`src/logic/proc_cfg.svh`:
```
// Core configuration for the 16-bit pipelined processor
// Data width, register count and data memory size

`ifndef PROC_CFG_SVH
`define PROC_CFG_SVH

// Data and instruction word width
`define PROC_XLEN 16
// Architectural registers
`define PROC_NREGS 8
// Data memory word-address bits, addresses wrap at this width
`define PROC_DMEM_AW 8

`endif

```
`src/logic/proc_pkg.sv`:
```
// Shared types for the pipelined core
// Opcodes, instruction formats, ALU and control encodings

`include "proc_cfg.svh"

package proc_pkg;

   typedef logic [$clog2(`PROC_NREGS)-1:0] regIdxT;

   typedef enum logic [4:0] {
      OP_HALT = 5'b00000,
      OP_NOP  = 5'b00001,
      OP_ADDI = 5'b01000,
      OP_BEQZ = 5'b01100,
      OP_BNEZ = 5'b01101,
      OP_ST   = 5'b10000,
      OP_LD   = 5'b10001,
      OP_LBI  = 5'b11000,
      OP_ALU  = 5'b11011
   } opcodeE;

   // Function field of the register format, SUB is rs minus rt
   typedef enum logic [1:0] {FN_ADD, FN_SUB, FN_XOR, FN_AND} funcE;

   typedef enum logic [2:0] {ALU_ADD, ALU_SUB, ALU_AND, ALU_XOR, ALU_PASSB} aluOpE;
   typedef enum logic {WB_ALU, WB_MEM} wbSelE;
   typedef enum logic [1:0] {BR_NONE, BR_EQZ, BR_NEZ} brTypeE;

   typedef struct packed {
      opcodeE opcode;
      regIdxT rs;
      regIdxT rt;
      regIdxT rd;
      funcE   func;
   } rFmtS;

   // ST takes its store data from rd
   typedef struct packed {
      opcodeE     opcode;
      regIdxT     rs;
      regIdxT     rd;
      logic [4:0] imm;
   } iFmtS;

   typedef struct packed {
      opcodeE     opcode;
      regIdxT     rs;
      logic [7:0] imm;
   } bFmtS;

   typedef union packed {
      rFmtS r;
      iFmtS i;
      bFmtS b;
   } instrU;

   typedef struct packed {
      aluOpE  aluOp;
      logic   immSel;
      logic   memRd;
      logic   memWr;
      brTypeE brType;
      logic   regWr;
      regIdxT rd;
      wbSelE  wbSel;
      logic   halt;
      logic   illegal;
      logic   valid;
   } ctrlS;

endpackage

```
`src/logic/proc_if.sv`:
```
// Stage-to-stage bundles of the pipelined core
// Decode to execute, execute to memory, and the writeback path

`include "proc_cfg.svh"

interface decExIf;
   proc_pkg::ctrlS        ctrl;
   logic [`PROC_XLEN-1:0] opA;
   logic [`PROC_XLEN-1:0] opB;
   logic [`PROC_XLEN-1:0] stData;
   logic [`PROC_XLEN-1:0] imm;
   proc_pkg::regIdxT      srcA;
   proc_pkg::regIdxT      srcB;
   proc_pkg::regIdxT      srcS;
   logic [`PROC_XLEN-1:0] nextPc;

   modport producer (output ctrl, opA, opB, stData, imm, srcA, srcB, srcS, nextPc);
   modport consumer (input ctrl, opA, opB, stData, imm, srcA, srcB, srcS, nextPc);
endinterface

interface exMemIf;
   proc_pkg::ctrlS        ctrl;
   logic [`PROC_XLEN-1:0] aluResult;
   logic [`PROC_XLEN-1:0] stData;

   modport producer (output ctrl, aluResult, stData);
   modport consumer (input ctrl, aluResult, stData);
endinterface

// Instruction leaving the pipeline, read by decode and execute
interface wbIf;
   logic                  valid;
   logic                  regWr;
   proc_pkg::regIdxT      rd;
   logic [`PROC_XLEN-1:0] data;

   modport producer (output valid, regWr, rd, data);
   modport consumer (input valid, regWr, rd, data);
endinterface

```
`src/logic/execute.sv`:
```
// Execute stage
// Operand forwarding, ALU, branch resolution and the
// execute/memory pipeline register

`include "proc_cfg.svh"

module execute (
   input  logic                  clk,
   input  logic                  rstN,
   decExIf.consumer              de,
   exMemIf.producer              xm,
   wbIf.consumer                 wb,
   output logic                  redirect,
   output logic [`PROC_XLEN-1:0] redirectPc
);

   logic                  memFwdOk;
   logic                  wbFwdOk;
   logic [`PROC_XLEN-1:0] fwdA;
   logic [`PROC_XLEN-1:0] fwdB;
   logic [`PROC_XLEN-1:0] fwdS;
   logic [`PROC_XLEN-1:0] aluB;
   logic [`PROC_XLEN-1:0] aluOut;
   logic                  isZero;

   // A load in memory has no data yet, the load-use stall covers it
   assign memFwdOk = xm.ctrl.valid && xm.ctrl.regWr && xm.ctrl.wbSel == proc_pkg::WB_ALU;
   assign wbFwdOk  = wb.valid && wb.regWr;

   // Memory stage is younger than writeback and wins
   assign fwdA = (memFwdOk && xm.ctrl.rd == de.srcA) ? xm.aluResult :
                 (wbFwdOk && wb.rd == de.srcA) ? wb.data : de.opA;
   assign fwdB = (memFwdOk && xm.ctrl.rd == de.srcB) ? xm.aluResult :
                 (wbFwdOk && wb.rd == de.srcB) ? wb.data : de.opB;
   assign fwdS = (memFwdOk && xm.ctrl.rd == de.srcS) ? xm.aluResult :
                 (wbFwdOk && wb.rd == de.srcS) ? wb.data : de.stData;

   assign aluB = de.ctrl.immSel ? de.imm : fwdB;

   always_comb begin
      case (de.ctrl.aluOp)
         proc_pkg::ALU_ADD: aluOut = fwdA + aluB;
         proc_pkg::ALU_SUB: aluOut = fwdA - aluB;
         proc_pkg::ALU_AND: aluOut = fwdA & aluB;
         proc_pkg::ALU_XOR: aluOut = fwdA ^ aluB;
         default:           aluOut = aluB;
      endcase
   end

   // Branch on the forwarded rs, target relative to the next PC
   assign isZero     = (fwdA == '0);
   assign redirect   = de.ctrl.valid &&
                       ((de.ctrl.brType == proc_pkg::BR_EQZ && isZero) ||
                        (de.ctrl.brType == proc_pkg::BR_NEZ && !isZero));
   assign redirectPc = de.nextPc + de.imm;

   // The branch itself moves on, its younger instructions die in fetch and decode
   always_ff @(posedge clk or negedge rstN) begin
      if (!rstN) begin
         xm.ctrl <= '0;
      end else begin
         xm.ctrl <= de.ctrl;
      end
   end

   always_ff @(posedge clk) begin
      xm.aluResult <= aluOut;
      xm.stData    <= fwdS;
   end

endmodule

```
`src/flat_wrapper.sv`:
```
// flat-port wrapper written by rule: the top's interface ports become plain ports
module execute_flat 
  (clk, rstN, redirect, redirectPc, de_ctrl, de_opA, de_opB, de_stData, de_imm, de_srcA, de_srcB, de_srcS, de_nextPc, xm_ctrl, xm_aluResult, xm_stData, wb_valid, wb_regWr, wb_rd, wb_data);
  decExIf de_i ();
  exMemIf xm_i ();
  wbIf wb_i ();
  input  logic clk;
  input  logic rstN;
  output logic redirect;
  output logic [`PROC_XLEN-1:0] redirectPc;
  input wire logic [$bits(de_i.ctrl)-1:0] de_ctrl;
  input wire logic [$bits(de_i.opA)-1:0] de_opA;
  input wire logic [$bits(de_i.opB)-1:0] de_opB;
  input wire logic [$bits(de_i.stData)-1:0] de_stData;
  input wire logic [$bits(de_i.imm)-1:0] de_imm;
  input wire logic [$bits(de_i.srcA)-1:0] de_srcA;
  input wire logic [$bits(de_i.srcB)-1:0] de_srcB;
  input wire logic [$bits(de_i.srcS)-1:0] de_srcS;
  input wire logic [$bits(de_i.nextPc)-1:0] de_nextPc;
  output wire logic [$bits(xm_i.ctrl)-1:0] xm_ctrl;
  output wire logic [$bits(xm_i.aluResult)-1:0] xm_aluResult;
  output wire logic [$bits(xm_i.stData)-1:0] xm_stData;
  input wire logic [$bits(wb_i.valid)-1:0] wb_valid;
  input wire logic [$bits(wb_i.regWr)-1:0] wb_regWr;
  input wire logic [$bits(wb_i.rd)-1:0] wb_rd;
  input wire logic [$bits(wb_i.data)-1:0] wb_data;
  assign de_i.ctrl = de_ctrl;
  assign de_i.opA = de_opA;
  assign de_i.opB = de_opB;
  assign de_i.stData = de_stData;
  assign de_i.imm = de_imm;
  assign de_i.srcA = de_srcA;
  assign de_i.srcB = de_srcB;
  assign de_i.srcS = de_srcS;
  assign de_i.nextPc = de_nextPc;
  assign xm_ctrl = xm_i.ctrl;
  assign xm_aluResult = xm_i.aluResult;
  assign xm_stData = xm_i.stData;
  assign wb_i.valid = wb_valid;
  assign wb_i.regWr = wb_regWr;
  assign wb_i.rd = wb_rd;
  assign wb_i.data = wb_data;
  execute u_core (.clk(clk), .rstN(rstN), .de(de_i), .xm(xm_i), .wb(wb_i), .redirect(redirect), .redirectPc(redirectPc));
endmodule
```
`config.mk`:
```
export PLATFORM = sky130hd
export DESIGN_NAME = execute_flat
export DESIGN_NICKNAME = d
export VERILOG_FILES = /design/src/logic/proc_pkg.sv /design/src/logic/proc_if.sv /design/src/logic/execute.sv /design/src/flat_wrapper.sv
export VERILOG_INCLUDE_DIRS = /design/src /design/src/logic
export SDC_FILE = /design/constraint.sdc
export NUM_CORES = 1
export LEC_CHECK = 0
export BUFFER_PORTS_ARGS = -buffer_cell sky130_fd_sc_hd__buf_2
export CAP_MARGIN = 20
export CORE_MARGIN = 1
export CORE_UTILIZATION = 50
export DETAILED_ROUTE_END_ITERATION = 10
export PLACE_DENSITY = 0.82
export SKIP_CTS_REPAIR_TIMING = 1
export SLEW_MARGIN = 20
export SYNTH_ARGS = -nofsm -noshare
export SYNTH_HDL_FRONTEND = slang
export SYNTH_SLANG_ARGS = --single-unit
```
`constraint.sdc`:
```
create_clock -name clk -period 5.75 [get_ports clk]
set_input_delay 0.2875 -clock clk [delete_from_list [all_inputs] [get_ports clk]]
set_output_delay 0.2875 -clock clk [all_outputs]
set_load 0.05 [all_outputs]
```
======== Yosys cells after proc, flatten, opt, wreduce, memory -nomap -nowiden ========
Index checks and enable logic that the tools add are counted.
storage, ports and cells
  RAM bits ................................ 0
  output and inout bits ................... 65
  word-level logic and storage cells ...... 54
  ROM bits ................................ 0
  latch bits .............................. 0
  input port bits ......................... 128
  memories ................................ 0
  register bits after elaboration ......... 48
operators by class
  bitwise gates (word level) .............. 3
  muxes and demuxes ....................... 8
  shifts and indexed selects .............. 0
  magnitude comparators ................... 0
  div/mod/pow operators ................... 0
  multipliers ............................. 0
  reduce and logical (&&, ||, !) cells .... 16
  eq/ne operators ......................... 11
  add/subtract/negate cells ............... 3
operators by type and width
  cell                                                             number
  16-bit two-way mux                                               7
  16-bit case mux with 4 select lines                              1
  16-bit adder                                                     2
  3-bit == test                                                    6
  16-bit AND                                                       1
  16-bit zero test                                                 1
  16-bit subtractor                                                1
  16-bit bitwise XOR                                               1
  1-bit logical AND                                                12
  3-bit by 2-bit == test with 1-bit output, second input constant  2
  3-bit by 1-bit == test with 1-bit output, second input constant  1
  3-bit zero test                                                  1
  2-bit by 1-bit == test with 1-bit output, second input constant  1
  2-bit == test, second input constant                             1
  1-bit zero test                                                  1
  1-bit logical OR                                                 1
  1-bit inverter                                                   1

======== Longest topological paths before layout ========
  word-level depth ........................ 9
  gate-level depth with buffers ........... 21
  mapped depth without buffers ............ 19

======== Worst setup path after synthesis ========
Ideal clock, no wire load.
  kind .................................... register -> register
  start point ............................. register, netlist name u_core.xm.ctrl[6]
  end point ............................... register u_core.xm.aluResult[15]
  path slack .............................. 0.890 ns
  period minus slack after synthesis ...... 4.860 ns
  arrival time ............................ 4.742 ns
  path buffers ............................ 1
  stages on the path, launching flop included .. 20
  path through ............................ dfrtp_1 > xor2_1 > nor4_2 > buf_4 > a221oi_1 > o31ai_1 > inv_1 > ha_1 > nand2b_1 > o21ai_0 > xor2_1 > ha_1 > or2_2 > o311a_1 > o31ai_1 > o21a_1 > o21ai_0 > nor3_1 > and3_4 > nor3_2
between the ends
  word-level cells in the longest chain between the ends .. 6
  elaborated cells between the ends (all ways) .. 12
RTL lines
  item                                       RTL line       source
  3-bit == test                              execute.sv:33  assign fwdB = (memFwdOk && xm.ctrl.rd == de.srcB) ? xm.aluResult :
  1-bit logical AND                          execute.sv:33
  16-bit two-way mux                         execute.sv:33
  16-bit two-way mux                         execute.sv:38  assign aluB = de.ctrl.immSel ? de.imm : fwdB;
  16-bit subtractor (tied with other cells)  execute.sv:43  proc_pkg::ALU_SUB: aluOut = fwdA - aluB;
  16-bit case mux with 4 select lines *      execute.sv:41  case (de.ctrl.aluOp)
  net u_core.aluOut[15]                      execute.sv:23  logic [`PROC_XLEN-1:0] aluOut;
  end signal: assignment                     execute.sv:67  xm.aluResult <= aluOut;
  end: declaration                           proc_if.sv:26  modport producer (output ctrl, aluResult, stData);
The timed path passes the listed nets; every way through them passes the cells marked *.

======== Worst setup path in the final report ========
  start point ............................. register, netlist name u_core.xm.ctrl[4]
  end point ............................... register u_core.xm.aluResult[15]
between the ends
  word-level cells in the longest chain between the ends .. 6
  elaborated cells between the ends (all ways) .. 12
RTL lines
  item                                       RTL line
  3-bit == test                              execute.sv:33
  1-bit logical AND                          execute.sv:33
  16-bit two-way mux                         execute.sv:33
  16-bit two-way mux                         execute.sv:38
  16-bit subtractor (tied with other cells)  execute.sv:43
  16-bit case mux with 4 select lines *      execute.sv:41
  net u_core.aluOut[15]                      execute.sv:23
Marks and branches as above.

==> flow_metrics.py <==
metrics = {
    "place": {
        "dp_cells": 922,
        "dp_hpwl_um": 13500,
        "portBuffers": 192,
        "place_congestion": 0.978,
        "pre_cts_slack_ns": 0.913,
    },
    "logic_synthesis": {
        "synth_area_leaders": "dfxtp_1, ha_1, mux2i_1",
        "synthCells": 618,
        "yosysTopAreaCellShare_pct": 12.8,
        "synth_edf_count": 0,
        "avgSynthCellArea_um2": 8.08,
        "netlist_area_mm2": 0.00500,
        "ys.flop_type": "dfxtp_1",
        "async_flop_share_pct": 33.3,
        "ys_ff_latch": 48,
        "synth_fp_nets": 795,
        "ys_types": 67,
        "yosysSeqAreaShare_pct": 20.8,
        "yosysWarnings": 0,
        "yosys.area.top_type": "dfxtp_1",
    },
    "cts": {
        "cts_tree": "built",
        "clock-root-buffer": "clkbuf_8",
        "clk_pin_slew_worst_paths_ns": 0.10,
        "htree_levels": 2,
        "numCtsBuffers": 5,
        "clock_latency_ns": 0.31,
        "cts.sinks": 48,
        "cts_buffer_depth": 2,
    },
    "floorplanning": {
        "die_h_um": 102,
        "dieArea_mm2": 0.0104,
        "floorplan.die.width_um": 102,
        "initial_utilization_pct": 51.4,
        "core_mm2": 0.00973,
        "rows": 36,
        "ios": 193,
    },
    "sta": {
        "final-hold-violation-count": 0,
        "fin_tns_setup_ns": 0,
        "fin_hold_ws_ns": 0.0738,
        "rsz0062_at_grt": "no",
        "timing.final.ws_setup_ns": 0.805,
        "slew_headroom_pct": 32.1,
        "post-route-min-period_ns": 4.94,
        "drv_slew": 0,
        "period_share_pct": 86.0,
        "tightest_slew_ns": 1.01,
        "finClkSkew_ns": 0.00585,
        "max_freq_ghz": 0.202,
        "setup_violations": 0,
    },
    "hold_path": {
        "hp-class": "primary input to register",
        "min_path_cells": 1,
    },
    "finish": {
        "nets": 974,
        "drive_gt1_share_pct": 30.1,
        "area_growth_pct": 24.5,
        "fillers": 838,
        "final_cells": 932,
    },
    "grt": {
        "first_global_vias": 4902,
        "grt_max_degree": 34,
        "grt.total_usage_pct": 30.5,
        "grt_antenna_before_repair": 0,
        "overflow": 0,
        "grt_pass1_wl_um": 24800,
    },
    "setup_path": {
        "critPathLaunchType": "register",
        "worstPathRequired_ns": 5.96,
        "worstSetupEndpointType": "register",
        "critPathMaxFanout": 18,
        "reg2reg_depth": 18,
        "worstPathArrival_ns": 5.16,
        "crit_type": "register to register",
    },
    "run": {
        "maxCapViolCount": 0,
    },
    "drt": {
        "vias": 5537,
        "drtAntennaViolNets": 0,
        "first_pass_iters": 6,
        "routed_wl_um": 16600,
        "vias_per_cell": 5.94,
        "drt-wirelength-per-cell_um": 17.9,
        "drc": 0,
        "drtIter0Drc": 433,
    },
    "pwr": {
        "p_per_area_mw_per_mm2": 236,
        "p_leak_nw": 2.92,
        "vdd_drop_max_mv": 0.119,
    },
    "status": {
        "status": "completed",
    },
}
-- cells in the mapped netlist (all sizes together) (2+ instances only) --
library cell / n
nand4: 2
or3: 7
a211o: 2
dfrtp: 16
mux2i: 46
or4: 2
ha: 47
fa: 2
nand2b: 8
xor2: 28
o311ai: 2
nand3b: 2
nand2: 79
o31ai: 16
a21oi: 28
clkbuf: 19
o41ai: 3
nor2b: 4
inv: 19
nor2: 47
nor4: 12
nand3: 8
xnor2: 24
nor3: 14
a221oi: 14
o31a: 2
and2: 5
o211ai: 3
o21a: 8
a211oi: 5
a21boi: 3
nor3b: 2
a21o: 2
buf: 9
mux2: 2
and3: 19
o21ai: 65
dfxtp: 32
-- flip-flops by register name, indices dropped and copies added (netlist names) --
name and cells:
u_core.xm.aluResult 16, u_core.xm.ctrl 16, u_core.xm.stData 16
-- worst max-delay path, stage by stage, from the launching register on --
cell      delay (ns)
dfrtp_1         0.47
xor2_1          0.25
or4_1           0.52
nor2_1          0.08
o31ai_1         0.65
inv_1           0.11
ha_1            0.24
nand2b_1        0.19
o21ai_0         0.13
xor2_1          0.18
ha_1            0.28
or2_2           0.32
o311a_1         0.32
o31ai_1         0.35
o21a_1          0.21
o21ai_0         0.12
nor3_1          0.16
and3_4          0.20
nor3_2          0.04
-- power by group --
part	leakage (nW)	total, mW	internal, mW	switching [mW]
combinational	2.40	0.763	0.256	0.508
clock	0.0688	0.302	0.175	0.127
sequential	0.456	0.405	0.368	0.0367
total	2.92	1.47	0.799	0.672
-- per-stage QoR --
step	util, %	cell area [um^2]	power, mW
final	63.9	6220	1.47
after detailed placement	62.4	6070	1.16
after floorplan	-	5000	0.950
after CTS	63.8	6210	1.46
after global routing	63.9	6220	1.55
after global placement	62.4	6070	1.14
-- per-layer routing --
metal  global-route usage [%]  share of wire, %
met1                     39.6                41
met2                     50.8                47
met3                     4.24               9.0
met4                     12.5               3.6
met5                        0                 0
-- kinds of logic (layout without fill, tap and decap cells) --
kind of cell	after synthesis	count (layout)	synth area share [%]
mux	48	48	9.67
fa+ha+maj	49	49	12.6
xor+xnor	52	52	9.12
flops	48	48	20.8
other cells	0	1	0
buf+inv	47	227	3.96
simple gates	214	214	21.9
compound gates	160	160	21.9
-- cells in the final DEF (no fill, tap or decap), types with 10 or more instances in the layout --
cell type    n
ha_1        47
xnor2_1     24
o21ai_0     61
nor3_1      12
inv_1       18
xor2_1      28
and3_1      18
mux2i_1     46
nand2_1     78
a21oi_1     28
dfrtp_1     16
buf_2      192
nor2_1      47
a221oi_1    10
dfxtp_1     32
-- area by class of cell --
cell class | instances | area (um^2) | share of cell area [%]
Multi-Input combinational cell | 523 | 3780 | 60.7
Tap cell | 133 | 166 | 2.68
Antenna cell | 1 | 2.50 | 0.0402
Clock buffer | 5 | 68.8 | 1.11
Sequential cell | 48 | 1040 | 16.7
Inverter | 19 | 71.3 | 1.15
Clock inverter | 3 | 68.8 | 1.11
Timing Repair Buffer | 200 | 1020 | 16.5
-- path summary, 6_finish.rpt --
kind                                        startpoint                       to  slack (ns)
worst max-delay path                 u_core.xm.ctrl[4]  u_core.xm.aluResult[15]        0.81
worst min-delay path                        de_ctrl[2]        u_core.xm.ctrl[2]        0.07
worst max register to register       u_core.xm.ctrl[4]  u_core.xm.aluResult[15]        0.81
worst min register to register  u_core.xm.aluResult[7]      u_core.xm.stData[7]        0.53
max in group asynchronous                         rstN       u_core.xm.ctrl[12]        5.08
min in group asynchronous                         rstN       u_core.xm.ctrl[15]        0.42
Power figures use the tool's default switching activity.
