File: config.mk
export PLATFORM = sky130hd
export DESIGN_NAME = fetch
export DESIGN_NICKNAME = d
export VERILOG_FILES = /design/src/logic/proc_pkg.sv /design/src/logic/fetch.sv
export VERILOG_INCLUDE_DIRS = /design/src /design/src/logic
export SDC_FILE = /design/constraint.sdc
export NUM_CORES = 1
export LEC_CHECK = 0
export ABC_CLOCK_PERIOD_IN_PS = 1800
export BUFFER_PORTS_ARGS = -buffer_cell sky130_fd_sc_hd__buf_4
export CAP_MARGIN = 0
export CORE_MARGIN = 1.5
export CORE_UTILIZATION = 43
export DETAILED_ROUTE_END_ITERATION = 10
export PLACE_DENSITY = 0.75
export SLEW_MARGIN = 10
export SYNTH_ARGS = -nofsm -noshare
export SYNTH_HDL_FRONTEND = slang
export SYNTH_SLANG_ARGS = --single-unit
export TNS_END_PERCENT = 20
File: constraint.sdc
create_clock -name clk -period 1.8 [get_ports clk]
set_clock_uncertainty 0.15 [all_clocks]
set_input_delay 0.36 -clock clk [delete_from_list [all_inputs] [get_ports clk]]
set_output_delay 0.36 -clock clk [all_outputs]
set_load 0.005 [all_outputs]
File: src/logic/proc_cfg.svh
// Core configuration for the 16-bit pipelined processor
// Data width, register count and data memory size

`ifndef PROC_CFG_SVH
`define PROC_CFG_SVH

// Data and instruction word width
`define PROC_XLEN 16
// Architectural registers
`define PROC_NREGS 8
// Data memory word-address bits, addresses wrap at this width
`define PROC_DMEM_AW 8

`endif

File: src/logic/proc_pkg.sv
// Shared types for the pipelined core
// Opcodes, instruction formats, ALU and control encodings

`include "proc_cfg.svh"

package proc_pkg;

   typedef logic [$clog2(`PROC_NREGS)-1:0] regIdxT;

   typedef enum logic [4:0] {
      OP_HALT = 5'b00000,
      OP_NOP  = 5'b00001,
      OP_ADDI = 5'b01000,
      OP_BEQZ = 5'b01100,
      OP_BNEZ = 5'b01101,
      OP_ST   = 5'b10000,
      OP_LD   = 5'b10001,
      OP_LBI  = 5'b11000,
      OP_ALU  = 5'b11011
   } opcodeE;

   // Function field of the register format, SUB is rs minus rt
   typedef enum logic [1:0] {FN_ADD, FN_SUB, FN_XOR, FN_AND} funcE;

   typedef enum logic [2:0] {ALU_ADD, ALU_SUB, ALU_AND, ALU_XOR, ALU_PASSB} aluOpE;
   typedef enum logic {WB_ALU, WB_MEM} wbSelE;
   typedef enum logic [1:0] {BR_NONE, BR_EQZ, BR_NEZ} brTypeE;

   typedef struct packed {
      opcodeE opcode;
      regIdxT rs;
      regIdxT rt;
      regIdxT rd;
      funcE   func;
   } rFmtS;

   // ST takes its store data from rd
   typedef struct packed {
      opcodeE     opcode;
      regIdxT     rs;
      regIdxT     rd;
      logic [4:0] imm;
   } iFmtS;

   typedef struct packed {
      opcodeE     opcode;
      regIdxT     rs;
      logic [7:0] imm;
   } bFmtS;

   typedef union packed {
      rFmtS r;
      iFmtS i;
      bFmtS b;
   } instrU;

   typedef struct packed {
      aluOpE  aluOp;
      logic   immSel;
      logic   memRd;
      logic   memWr;
      brTypeE brType;
      logic   regWr;
      regIdxT rd;
      wbSelE  wbSel;
      logic   halt;
      logic   illegal;
      logic   valid;
   } ctrlS;

endpackage

File: src/logic/fetch.sv
// Fetch stage
// Program counter and the fetch/decode register, with stall hold,
// branch redirect and stop after halt

`include "proc_cfg.svh"

module fetch (
   input  logic                  clk,
   input  logic                  rstN,
   input  logic                  stall,
   input  logic                  redirect,
   input  logic [`PROC_XLEN-1:0] redirectPc,
   input  logic                  haltSeen,
   output logic [`PROC_XLEN-1:0] imemAddr,
   input  logic [`PROC_XLEN-1:0] imemData,
   output proc_pkg::instrU       instrD,
   output logic [`PROC_XLEN-1:0] nextPcD,
   output logic                  validD
);

   logic [`PROC_XLEN-1:0] pc;
   logic [`PROC_XLEN-1:0] pcPlus1;
   logic                  advance;

   assign imemAddr = pc;
   assign pcPlus1  = pc + 1'b1;
   assign advance  = !haltSeen && !redirect && !stall;

   always_ff @(posedge clk or negedge rstN) begin
      if (!rstN) begin
         pc     <= '0;
         validD <= 1'b0;
      end else if (haltSeen) begin
         validD <= 1'b0;
      end else if (redirect) begin
         // Word being fetched is on the wrong path
         pc     <= redirectPc;
         validD <= 1'b0;
      end else if (!stall) begin
         pc     <= pcPlus1;
         validD <= 1'b1;
      end
   end

   always_ff @(posedge clk) begin
      if (advance) begin
         instrD  <= imemData;
         nextPcD <= pcPlus1;
      end
   end

endmodule

# Yosys cells after proc, flatten, opt, wreduce, memory -nomap -nowiden
# Index checks and enable logic that the tools add are counted.
# classes
add_sub_neg	1
reduce_logical	6
div_mod_pow	0
shifts	0
n_bitwise	1
n_mux	5
multipliers	0
eq_ne	2
n_lt_le_gt_ge	0
# ops
operator	count
$mux W16	2
$add A16 B1 Y16 const B	1
$logic_not A1 Y1	3
$mux W1	3
$ne A3 B1 Y1 const B	1
$logic_and A1 B1 Y1	2
$ne A2 B1 Y1 const B	1
$reduce_and A2 Y1	1
$not A1 Y1	1
# word_totals
regBits	49
ram_bits	0
romBits	0
input_bits	37
latchBits	0
output_inout_bits	49
mem_count	0

# Longest topological paths before layout
# Gate-level depths: netlist of run 1.
# logic_depth
ltp_word	3
ltp_mapped	5
mapped_depth_nobuf	5

# Worst setup path before layout of run 1
# Ideal clock, no wire load.
# synth_timing
path_type	input -> register
startpoint	input port haltSeen
endpoint	register pc[10] (netlist: imemAddr[10])
setup_time_ns	0.076
arrival_ns	3.250
cell_stages	3
slack_ns	-1.676
required_ns	1.574
n_path_buf	1
cell_sequence	clkbuf_1 nor3_1 a221o_1
# synth_between
elab_chain_len	2
# synth_lines
item	line	text
start: declaration	fetch.sv:13	input logic haltSeen,
$not A1 Y1 (no source line)	n/a	
$reduce_and A2 Y1 (no source line)	n/a	
end signal: assignment	fetch.sv:37	pc <= redirectPc;
end signal: assignment	fetch.sv:40	pc <= pcPlus1;
end: declaration	fetch.sv:21	logic [`PROC_XLEN-1:0] pc;
# No other way between the ends.
# A chain may end at the register's enable or synchronous reset.

# Worst setup path in the final report of run 1
# layout_timing
startpoint	register pc[0] (netlist: imemAddr[0])
endpoint	register nextPcD[12], data pin
# layout_between
elab_chain_len	1
# layout_lines
item	line	text
$add A16 B1 Y16	fetch.sv:26	assign pcPlus1 = pc + 1'b1;
named net pcPlus1[12]	fetch.sv:22	logic [`PROC_XLEN-1:0] pcPlus1;
end signal: assignment	fetch.sv:48	nextPcD <= pcPlus1;
end: declaration	fetch.sv:17	output logic [`PROC_XLEN-1:0] nextPcD,
# The timed path passes the listed nets, and every way through them passes these cells.

==> summary.md, run 1 <==
| Metric | Value |
|---|---|
| Clock root cell | clkbuf_8 |
| Place WS | between 0.03 and 0.04 ns |
| Row count | 25 |
| Slew Viols, Final | 0 |
| DRC viols | 0 |
| Clock Latency Late Sink | ~0.31 ns |
| Number of synthesized flops with an enable pin | 32 |
| Commonest cells post-synth | edfxtp_1 (32), dfrtp_1 (17), nand2_1 (12), nor2_1 (12), o21ai_0 (11) |
| GP Congestion | roughly 0.83 |
| Post-route setup slack | -0.003369 ns |
| Post-synthesis cell count | 177 |
| DP HPWL | 3657 um |
| Tcrit/Tclk final | 1.002 |
| Tmin final | 1.803 ns |
| DIE WIDTH | about 74 um |
| First-pass GRT wire length | between 7000 and 8000 um |
| Die Y | 74.20 um |
| Netlist Area Pre-Place | 2180 um2 |
| Maximum vdd ir drop | a little under 0.4 mV |
| Worst-path cell chain | ha_1 > nand3_1 > or4_4 > xnor2_1 |
| 1st-iter DRT viols | 72 |
| Initial antenna violation count | 0 |
| Synth area leaders | edfxtp_1 (44%), dfrtp_1 (20%), xnor2_1 (2.8%) |
| Vias per cell | 5.201 |
| Worst Tran Pin Value | just under 0.4 ns |
| Drt total wl | 4980 um |
| Syn-to-layout area delta | 44.03% |
| Hold Crit Class | input pin to flop |
| Yosys reg bits | roughly 50 |
| Ant diodes | 0 |
| Status | finished with violations |
| Vias in the first global route | 1,581 |
| Boundary pin count | 86 |
| Setup-failing EPs final | 1 |
| Worst path arrival time | 1.71 ns |
| Pwr/cell area | 842.1 nW/um2 |
| Worst EP required | 1.70 ns |
| Layout Utilization | 0.6517 |
| GRT Util Overall | 0.1862 |
| Vias | 1,810 |
| WL per Instance | 14.31 um |
| CTS Buffer Depth | 2 |
| CTS tree | yes |
| Max Freq | around 0.55 GHz |
| Max_cap viols | 0 |
| RSZ-0062 raised after global routing | yes |
| Final hold viol count | 0 |
| Total CTS buffers | 5 |
| Leak | 1.320 nW |
| Average size of a mapped cell | 12.31 um2 |
| Failing checks | setup timing |
| Rel. slew slack | 0.7390 |
| Ys Warns | 0 |
| Ys flop type | edfxtp_1 |
| Largest net degree at the start of global routing | 34 |
| CP Capture Type | flop |
| Fraction of registers with async set/reset | 0.3469 |
| Count leader, synth | edfxtp_1 |
| Starting density of the core | 0.4525 |
| CTS H-tree lvls | 2 |
| Setup TNS | -0.003369 ns |
| WHS Path Cells | 1 |
| Syn Nets | approximately 220 |
| Highest cell delay on the worst timing path | 0.49 ns |
| CTS Sinks | between 40 and 50 |
| Worst-path maximum fanout | 6 |
| R2R depth | 4 |
| Pre-antenna DRT Iters | 4 |
| Share of layout cells above drive strength 1 | 0.4306 |
| Nets@finish | 318 |
| Die ar. | 5505 um2 |
| CP Class | flop to flop |
| GRT overflow | 0 |
| Synth unique cells | 39 |
| PortBufs | 85 |
| Seq/Total Area, Yosys | 0.6361 |
| Clock Pin Slew Worst Setup and Hold Paths | 0.09 ns |
| Largest area contributor in the netlist | edfxtp_1 |
| Startpoint Class | flop |
| Synth top area share | 0.4409 |
| Detail Route Antenna Nets | 0 |
| Core Area | 4817 um2 |
| Slowest-stage cell, CP | or4_4 |
[through the flow]
step	cells	total power [mW]	hold WS [ns]	area, um2
floorplan	177	1.682	-0.08559	2213
global placement	339	2.023	0.09691	3037
detailed placement	339	2.037	0.1012	3037
CTS	348	2.663	0.07192	3133
global route	348	2.775	0.06675	3139
finish	348	2.644	0.08109	3139
[layer usage]
layer,vias to the layer above,global-route usage,share of wire
li1,871,-,-
met1,868,0.2432,0.43
met2,67,0.3006,0.48
met3,4,0.05556,0.088
met4,0,0.05556,0.0068
met5,-,0,0
[power by group]
part | internal (mW) | switching, mW | total [mW]
Combinational | 0.335 | 0.271 | 0.607
Sequential | 1.32 | 0.0862 | 1.41
Clock | 0.269 | 0.363 | 0.632
Total | 1.92 | 0.720 | 2.64
[critical path, delay by kind of cell (launching register included)]
family        cells  cell delay (ns)
fa+ha+maj         1             0.18
xor+xnor          1             0.14
simple gates      2             0.65
flops             1             0.43
[final timing paths]
kind | start | to | slack [ns]
hold / removal | imemData[11] | instrD[11] | 0.08
setup reg to reg | imemAddr[0] | nextPcD[12] | -0.003
setup / recovery | imemAddr[0] | nextPcD[12] | -0.003
hold reg to reg | validD | validD | 0.40
min in group asynchronous | rstN | imemAddr[1] | 0.30
max in group asynchronous | rstN | imemAddr[9] | 0.98
[flip-flops by register name (all words and copies together) (netlist names)]
| signal | cells |
|---|---|
| validD | 1 |
| imemAddr | 16 |
| instrD | 16 |
| nextPcD | 16 |
[layout make-up]
| cell class | count | area [um2] |
|---|---|---|
| clock buffers | 5 | 68.82 |
| clock inverters | 3 | 17.52 |
| fillers | 412 | 1678 |
| inverters | 5 | 18.77 |
| multi-input cells | 113 | 752.0 |
| flip-flops and latches | 49 | 1388 |
| well taps | 67 | 83.83 |
| repair buffers | 106 | 810.8 |
[cell usage in the layout, fill, tap and decap left out, drive strengths merged, types with 2 or more instances in the layout]
cell,Yosys,layout
buf,2,105
edfxtp,32,32
dfrtp,17,17
nand2,12,12
nor2,12,12
o21ai,11,11
nand3,10,10
a21oi,10,10
xor2,7,7
xnor2,7,7
inv,5,5
clkbuf,8,5
nor3,5,5
nor4,5,5
a31oi,4,4
o22a,3,3
a2bb2oi,3,3
mux2i,3,3
nand4,3,3
clkinv,0,3
o21a,2,2
and3,2,2
[kinds of logic after synthesis]
family,Yosys count,synth area share
flip-flops,49,0.6361
adder cells (fa/ha/maj),1,0.005740
buffers and inverters,15,0.02698
XOR/XNOR,14,0.05626
multiplexers,3,0.01378
AO/OA/AOI/OAI,42,0.1269
AND/OR/NAND/NOR,53,0.1343
[repair_timing]
action                                  4_1_cts  5_1_grt
hold buffers                                  1        0
hold endpoints to repair                     17        0
setup buffers                                 0        0
gates resized for setup                       0        1
endpoints found under the setup margin        0        8
No activity file was read; power rests on OpenSTA's default activity.
==> run 2: changes to the inputs <==
--- a/config.mk
+++ b/config.mk
@@ -9,10 +9,10 @@
 export ABC_CLOCK_PERIOD_IN_PS = 1800
 export BUFFER_PORTS_ARGS = -buffer_cell sky130_fd_sc_hd__buf_4
 export CAP_MARGIN = 0
+export CORE_ASPECT_RATIO = 1.5
 export CORE_MARGIN = 1.5
-export CORE_UTILIZATION = 43
+export CORE_UTILIZATION = 30
 export DETAILED_ROUTE_END_ITERATION = 10
-export PLACE_DENSITY = 0.75
 export SLEW_MARGIN = 10
 export SYNTH_ARGS = -nofsm -noshare
 export SYNTH_HDL_FRONTEND = slang
==> constraint.sdc (replaced) <==
create_clock -name clk -period 1.8 [get_ports clk]
set_clock_uncertainty 0.15 [all_clocks]
set_input_delay 0.36 -clock clk [delete_from_list [all_inputs] [get_ports clk]]
set_output_delay 0.36 -clock clk [all_outputs]
set_load 0.01 [all_outputs]
==> summary.md, run 2 (synthesis gave the netlist of run 1 again) <==
| Metric | Value |
|---|---|
| CP Capture Type | flop |
| CP Class | flop to flop |
| Worst-path maximum fanout | 5 |
| Vias in the first global route | 1,758 |
| DIE WIDTH | 72.60 um |
| Layout Cells excl Fill | 360 |
| DP HPWL | just under 4000 um |
| Slew Viols, Final | 0 |
| Most frequent cells in the layout | buf_4 (105), edfxtp_1 (32), dfrtp_1 (14) |
| Worst setup path endpoint | nextPcD[12] |
| Max_cap viols | 0 |
| Worst EP required | 1.71 ns |
| WHS Path Cells | 1 |
| CTS Sinks | 49 |
| Tcrit/Tclk final | 0.9590 |
| First-pass GRT wire length | 8293 um |
| Final hold viol count | 0 |
| Leak | 1.314 nW |
| Core Area | 6944 um2 |
| CTS tree | yes |
| Vias | 1,772 |
| Place WS | approximately 0.021 ns |
| Die Y | between 100 and 150 um |
| Worst Tran Pin Value | 0.3881 ns |
| Post-route setup slack | 0.07385 ns |
| Vias per cell | 4.922 |
| WL per Instance | between 10 and 15 um |
| PortBufs | 85 |
| Worst r2r src | imemAddr[0] |
| 1st-iter DRT viols | 65 |
| Syn-to-layout area delta | 45.69% |
| GRT Util Overall | 0.1410 |
| Setup-failing EPs final | 0 |
| Worst reg2reg endpoint | nextPcD[12] |
| Clock root cell | clkbuf_8 |
| GP Congestion | 0.8742 |
| Startpoint Class | flop |
| Initial antenna violation count | 0 |
| Maximum vdd ir drop | around 0.38 mV |
| Largest net degree at the start of global routing | 34 |
| Crit path launch | imemAddr[0] |
| Pwr/cell area | 854.0 nW/um2 |
| Detail Route Antenna Nets | 0 |
| Pre-antenna DRT Iters | 4 |
| Fill cells | 683 |
| Postcts setup bufs | 0 |
| CTS Buffer Depth | 2 |
| GRT overflow | 0 |
| Share of layout cells above drive strength 1 | 0.4433 |
| Setup TNS | 0 ns |
| Tmin final | 1.726 ns |
| Die ar. | 7796 um2 |
| R2R depth | 4 |
| Clock Pin Slew Worst Setup and Hold Paths | about 0.090 ns |
| Ant diodes | 0 |
| Clock Latency Late Sink | roughly 0.30 ns |
| Status | finished clean |
| Rel. slew slack | 0.7391 |
| Total CTS buffers | 5 |
| Row count | 37 |
| Commonest non-fill, non-tap cell in the layout | buf_4 |
| Placed insts | between 300 and 400 |
| Reg2Reg Setup Slack | roughly 0.074 ns |
| Final Power | approximately 2.7 mW |
| DRC viols | 0 |
| Boundary pin count | 86 |
| CTS H-tree lvls | 2 |
| Max Freq | 0.5793 GHz |
| Worst path arrival time | around 1.6 ns |
| RSZ-0062 raised after global routing | yes |
| Drt total wl | 5369 um |
| Nets@finish | approximately 320 |
| Starting density of the core | 0.3139 |
| Hold Crit Class | input pin to flop |
[run 2: power by group]
| group | switching, mW | total (mW) | leakage, nW | internal (mW) |
|---|---|---|---|---|
| logic | 0.320 | 0.666 | 0.787 | 0.346 |
| registers | 0.0880 | 1.41 | 0.488 | 1.32 |
| clock network | 0.362 | 0.637 | 0.0385 | 0.276 |
[run 2: layout make-up]
class | count | area [um2] | area share
sequential | 49 | 1390 | 0.4377
timing repair buffer | 107 | 818.3 | 0.2577
multi-input combinational | 113 | 767.0 | 0.2415
tap | 78 | 97.59 | 0.03073
clock buffer | 7 | 76.32 | 0.02403
inverter | 5 | 18.77 | 0.005910
clock inverter | 1 | 7.507 | 0.002364
[run 2: routing by layer]
layer / GRT usage / routed length (um)
met5: 0 / 0
met4: 0.07412 / 153
met3: 0.02715 / 271
met2: 0.2471 / 2788
met1: 0.1580 / 2156
[run 2: worst min path at each step]
| stage | slack (ns) | to | start |
|---|---|---|---|
| after global placement | 0.1 | imemAddr[9] | rstN |
| after detailed placement | 0.10 | imemAddr[13] | rstN |
| after global routing | 0.07 | instrD[0] | imemData[0] |
| final | 0.08 | instrD[3] | imemData[3] |
| after floorplan | -0.09 | imemAddr[0] | rstN |
| after CTS | 0.07 | instrD[8] | imemData[8] |
[run 2: through the flow]
stage,utilization,hold slack [ns],area [um2]
2_1_floorplan,-,-0.08559,2215
3_3_place_gp,0.4405,0.09931,3059
3_5_place_dp,0.4405,0.1031,3059
4_1_cts,0.4541,0.07202,3153
5_1_grt,0.4573,0.06988,3176
6_report,0.4573,0.08200,3176
[run 2: worst max-delay path, stage by stage (launching register included)]
cell and delay [ns]:
dfrtp_2 0.42, ha_2 0.22, nand3_4 0.10, or4_4 0.46
xnor2_1 0.14
[run 2: repair_timing]
action	4_1_cts	5_1_grt
hold endpoints to repair	17	0
hold buffers	1	0
endpoints found under the setup margin	0	8
resized for setup	0	5
==> run 3: changes to the inputs <==
--- a/config.mk
+++ b/config.mk
@@ -6,6 +6,7 @@
 export SDC_FILE = /design/constraint.sdc
 export NUM_CORES = 1
 export LEC_CHECK = 0
+export ABC_AREA = 1
 export ABC_CLOCK_PERIOD_IN_PS = 1800
 export BUFFER_PORTS_ARGS = -buffer_cell sky130_fd_sc_hd__buf_4
 export CAP_MARGIN = 0
==> summary.md, run 3 <==
| Metric | Value |
|---|---|
| Status | finished clean |
| Clock root cell | clkbuf_8 |
| Synth Area in Simple Gates | 0.2445 |
| Ys Warns | 0 |
| Boundary pin count | 86 |
| Share of layout cells above drive strength 1 | 0.3671 |
| Rel. slew slack | 0.8187 |
| GP Congestion | 0.8420 |
| Syn-to-layout area delta | 42.18% |
| Register area | 1386 um2 |
| Adder-Cell Fraction of Synth Area | 0.005647 |
| PortBufs | 85 |
| Worst path arrival time | approximately 1.6 ns |
| Synth unique cells | 22 |
| Clock Pin Slew Worst Setup and Hold Paths | 0.09 ns |
| Setup-failing EPs final | 0 |
| 1st-iter DRT viols | 96 |
| Worst Tran Pin Value | ~0.27 ns |
| Startpoint Class | flop |
| Die ar. | approximately 8000 um2 |
| Vias per cell | approximately 4.4 |
| Number of synthesized flops with an enable pin | 32 |
| Cts repair resizes | 0 |
| Area of the multi-input gates | 744.5 um2 |
| Final hold viol count | 0 |
| Count leader, synth | nand2_1 |
| Largest area contributor in the netlist | edfxtp_1 |
| Initial antenna violation count | 0 |
| Syn Nets | between 200 and 300 |
| CTS H-tree lvls | 2 |
| Mux cell area share after synthesis | 0 |
| Commonest cells post-synth | nand2_1 (66), nor2_1 (33), edfxtp_1 (32) |
| Hold Crit Class | input pin to flop |
| CP Capture Type | flop |
| Average size of a mapped cell | 9.892 um2 |
| Detail Route Antenna Nets | 0 |
| Place WS | ~0.12 ns |
| Max Freq | 0.5863 GHz |
| Post-synthesis cell count | 224 |
| Row count | 38 |
| Tmin final | 1.706 ns |
| Final Power | 2.957 mW |
| Vias | 1,816 |
| Worst EP required | 1.72 ns |
| Most frequent cells in the layout | buf_4 (87), nand2_1 (65), nor2_1 (32), edfxtp_1 (32), inv_1 (18) |
| Largest net degree at the start of global routing | 33 |
| DRC viols | 0 |
| Yosys reg bits | 49 |
| Maximum vdd ir drop | 0.3266 mV |
| RSZ-0062 raised after global routing | no |
| Layout Utilization | 0.4388 |
| Synth area leaders | edfxtp_1 (43%), dfrtp_1 (19%), nand2_1 (11%) |
| Slew Viols, Final | 0 |
| Total CTS buffers | 5 |
| GRT overflow | 0 |
| Seq/Total Area, Yosys | 0.6256 |
| Tcrit/Tclk final | 0.9475 |
| CTS Buffer Depth | 2 |
| Netlist Area Pre-Place | 2216 um2 |
| Compound-Gate Fraction of Synth Area | 0.04461 |
| Ant diodes | 0 |
| Synth top area share | 0.4337 |
| Post-route setup slack | about 0.094 ns |
| Fraction of registers with async set/reset | 0.3469 |
| CTS tree | yes |
| Starting density of the core | 0.3086 |
| Ys flop type | edfxtp_1 |
| First-pass GRT wire length | 8355 um |
| WL per Instance | 12.54 um |
| Leak | approximately 1.4 nW |
| Setup TNS | 0 ns |
| Drt total wl | 5215 um |
| Xor and xnor area share after synthesis | 0.03444 |
| Largest family of logic cells by synthesized area | simple AND/OR/NAND/NOR gates |
| Nets@finish | 353 |
| Pwr/cell area | 938.7 nW/um2 |
| Clock Latency Late Sink | 0.31 ns |
| CTS Sinks | 49 |
| Max_cap viols | 0 |
| Core Area | 7179 um2 |
| Commonest non-fill, non-tap cell in the layout | buf_4 |
| DIE WIDTH | 73.17 um |
| CP Class | flop to flop |
| Die Y | 108.3 um |
| Fill cells | 726 |
| GRT Util Overall | 0.1397 |
| Worst-path maximum fanout | 5 |
| Vias in the first global route | around 1,700 |
| DP HPWL | 3869 um |
| Pre-antenna DRT Iters | 4 |
-- run 3: kinds of logic (layout without fill, tap and decap cells) --
logic type	after synthesis	after routing
AND/OR/NAND/NOR	125	125
flip-flops	49	49
buffers and inverters	25	117
AO/OA/AOI/OAI	17	17
XOR/XNOR	7	7
adder cells (fa/ha/maj)	1	1
-- run 3: per-stage QoR --
step	std cells	hold WS [ns]	instance area (um2)
global placement	407	0.09540	3007
global route	416	0.04612	3151
finish	416	0.07165	3151
CTS	416	0.05798	3151
detailed placement	407	0.1013	3007
floorplan	224	-0.08559	2246
-- run 3: worst paths after layout --
| check | start | end | slack (ns) | cells past startpoint |
|---|---|---|---|---|
| worst max-delay path | imemAddr[0] | nextPcD[8] | 0.09 | 6 |
| worst min-delay path | imemData[1] | instrD[1] | 0.07 | 1 |
| worst max register to register | imemAddr[0] | nextPcD[8] | 0.09 | 6 |
| worst min register to register | validD | validD | 0.39 | 2 |
| max in group asynchronous | rstN | imemAddr[14] | 0.98 | 2 |
| min in group asynchronous | rstN | imemAddr[2] | 0.31 | 2 |
-- run 3: power by group --
group / total (mW) / internal [mW] / switching (mW) / leakage, nW
logic: 0.597 / 0.281 / 0.316 / 0.876
registers: 1.43 / 1.32 / 0.115 / 0.498
clock network: 0.926 / 0.552 / 0.374 / 0.0681
total: 2.96 / 2.15 / 0.805 / 1.44
-- run 3: per-layer routing --
metal | part of all wire | up-vias | track usage
li1 | - | 907 | -
met1 | 0.38 | 844 | 0.1521
met2 | 0.54 | 57 | 0.2545
met3 | 0.051 | 8 | 0.03075
met4 | 0.022 | 0 | 0.05795
met5 | 0 | - | 0
-- run 3: area by class of cell --
class                      count  share of cell area
sequential                    49              0.4400
clock inverter                 3             0.02065
inverter                      20             0.02462
tap                          100             0.03971
multi-input combinational    150              0.2363
clock buffer                   5             0.02184
timing repair buffer          89              0.2168
-- run 3: timing repair --
item	4_1_cts	5_1_grt
endpoints found under the hold margin	17	0
setup buffers	0	0
hold buffers	1	0
setup endpoints to repair	0	0
-- run 3: worst max-delay path: stages, from the launching register on --
cell	delay, ns
dfrtp_1	0.43
ha_1	0.23
nand3_2	0.16
inv_1	0.14
nand2_2	0.09
xor2_1	0.19
inv_1	0.06
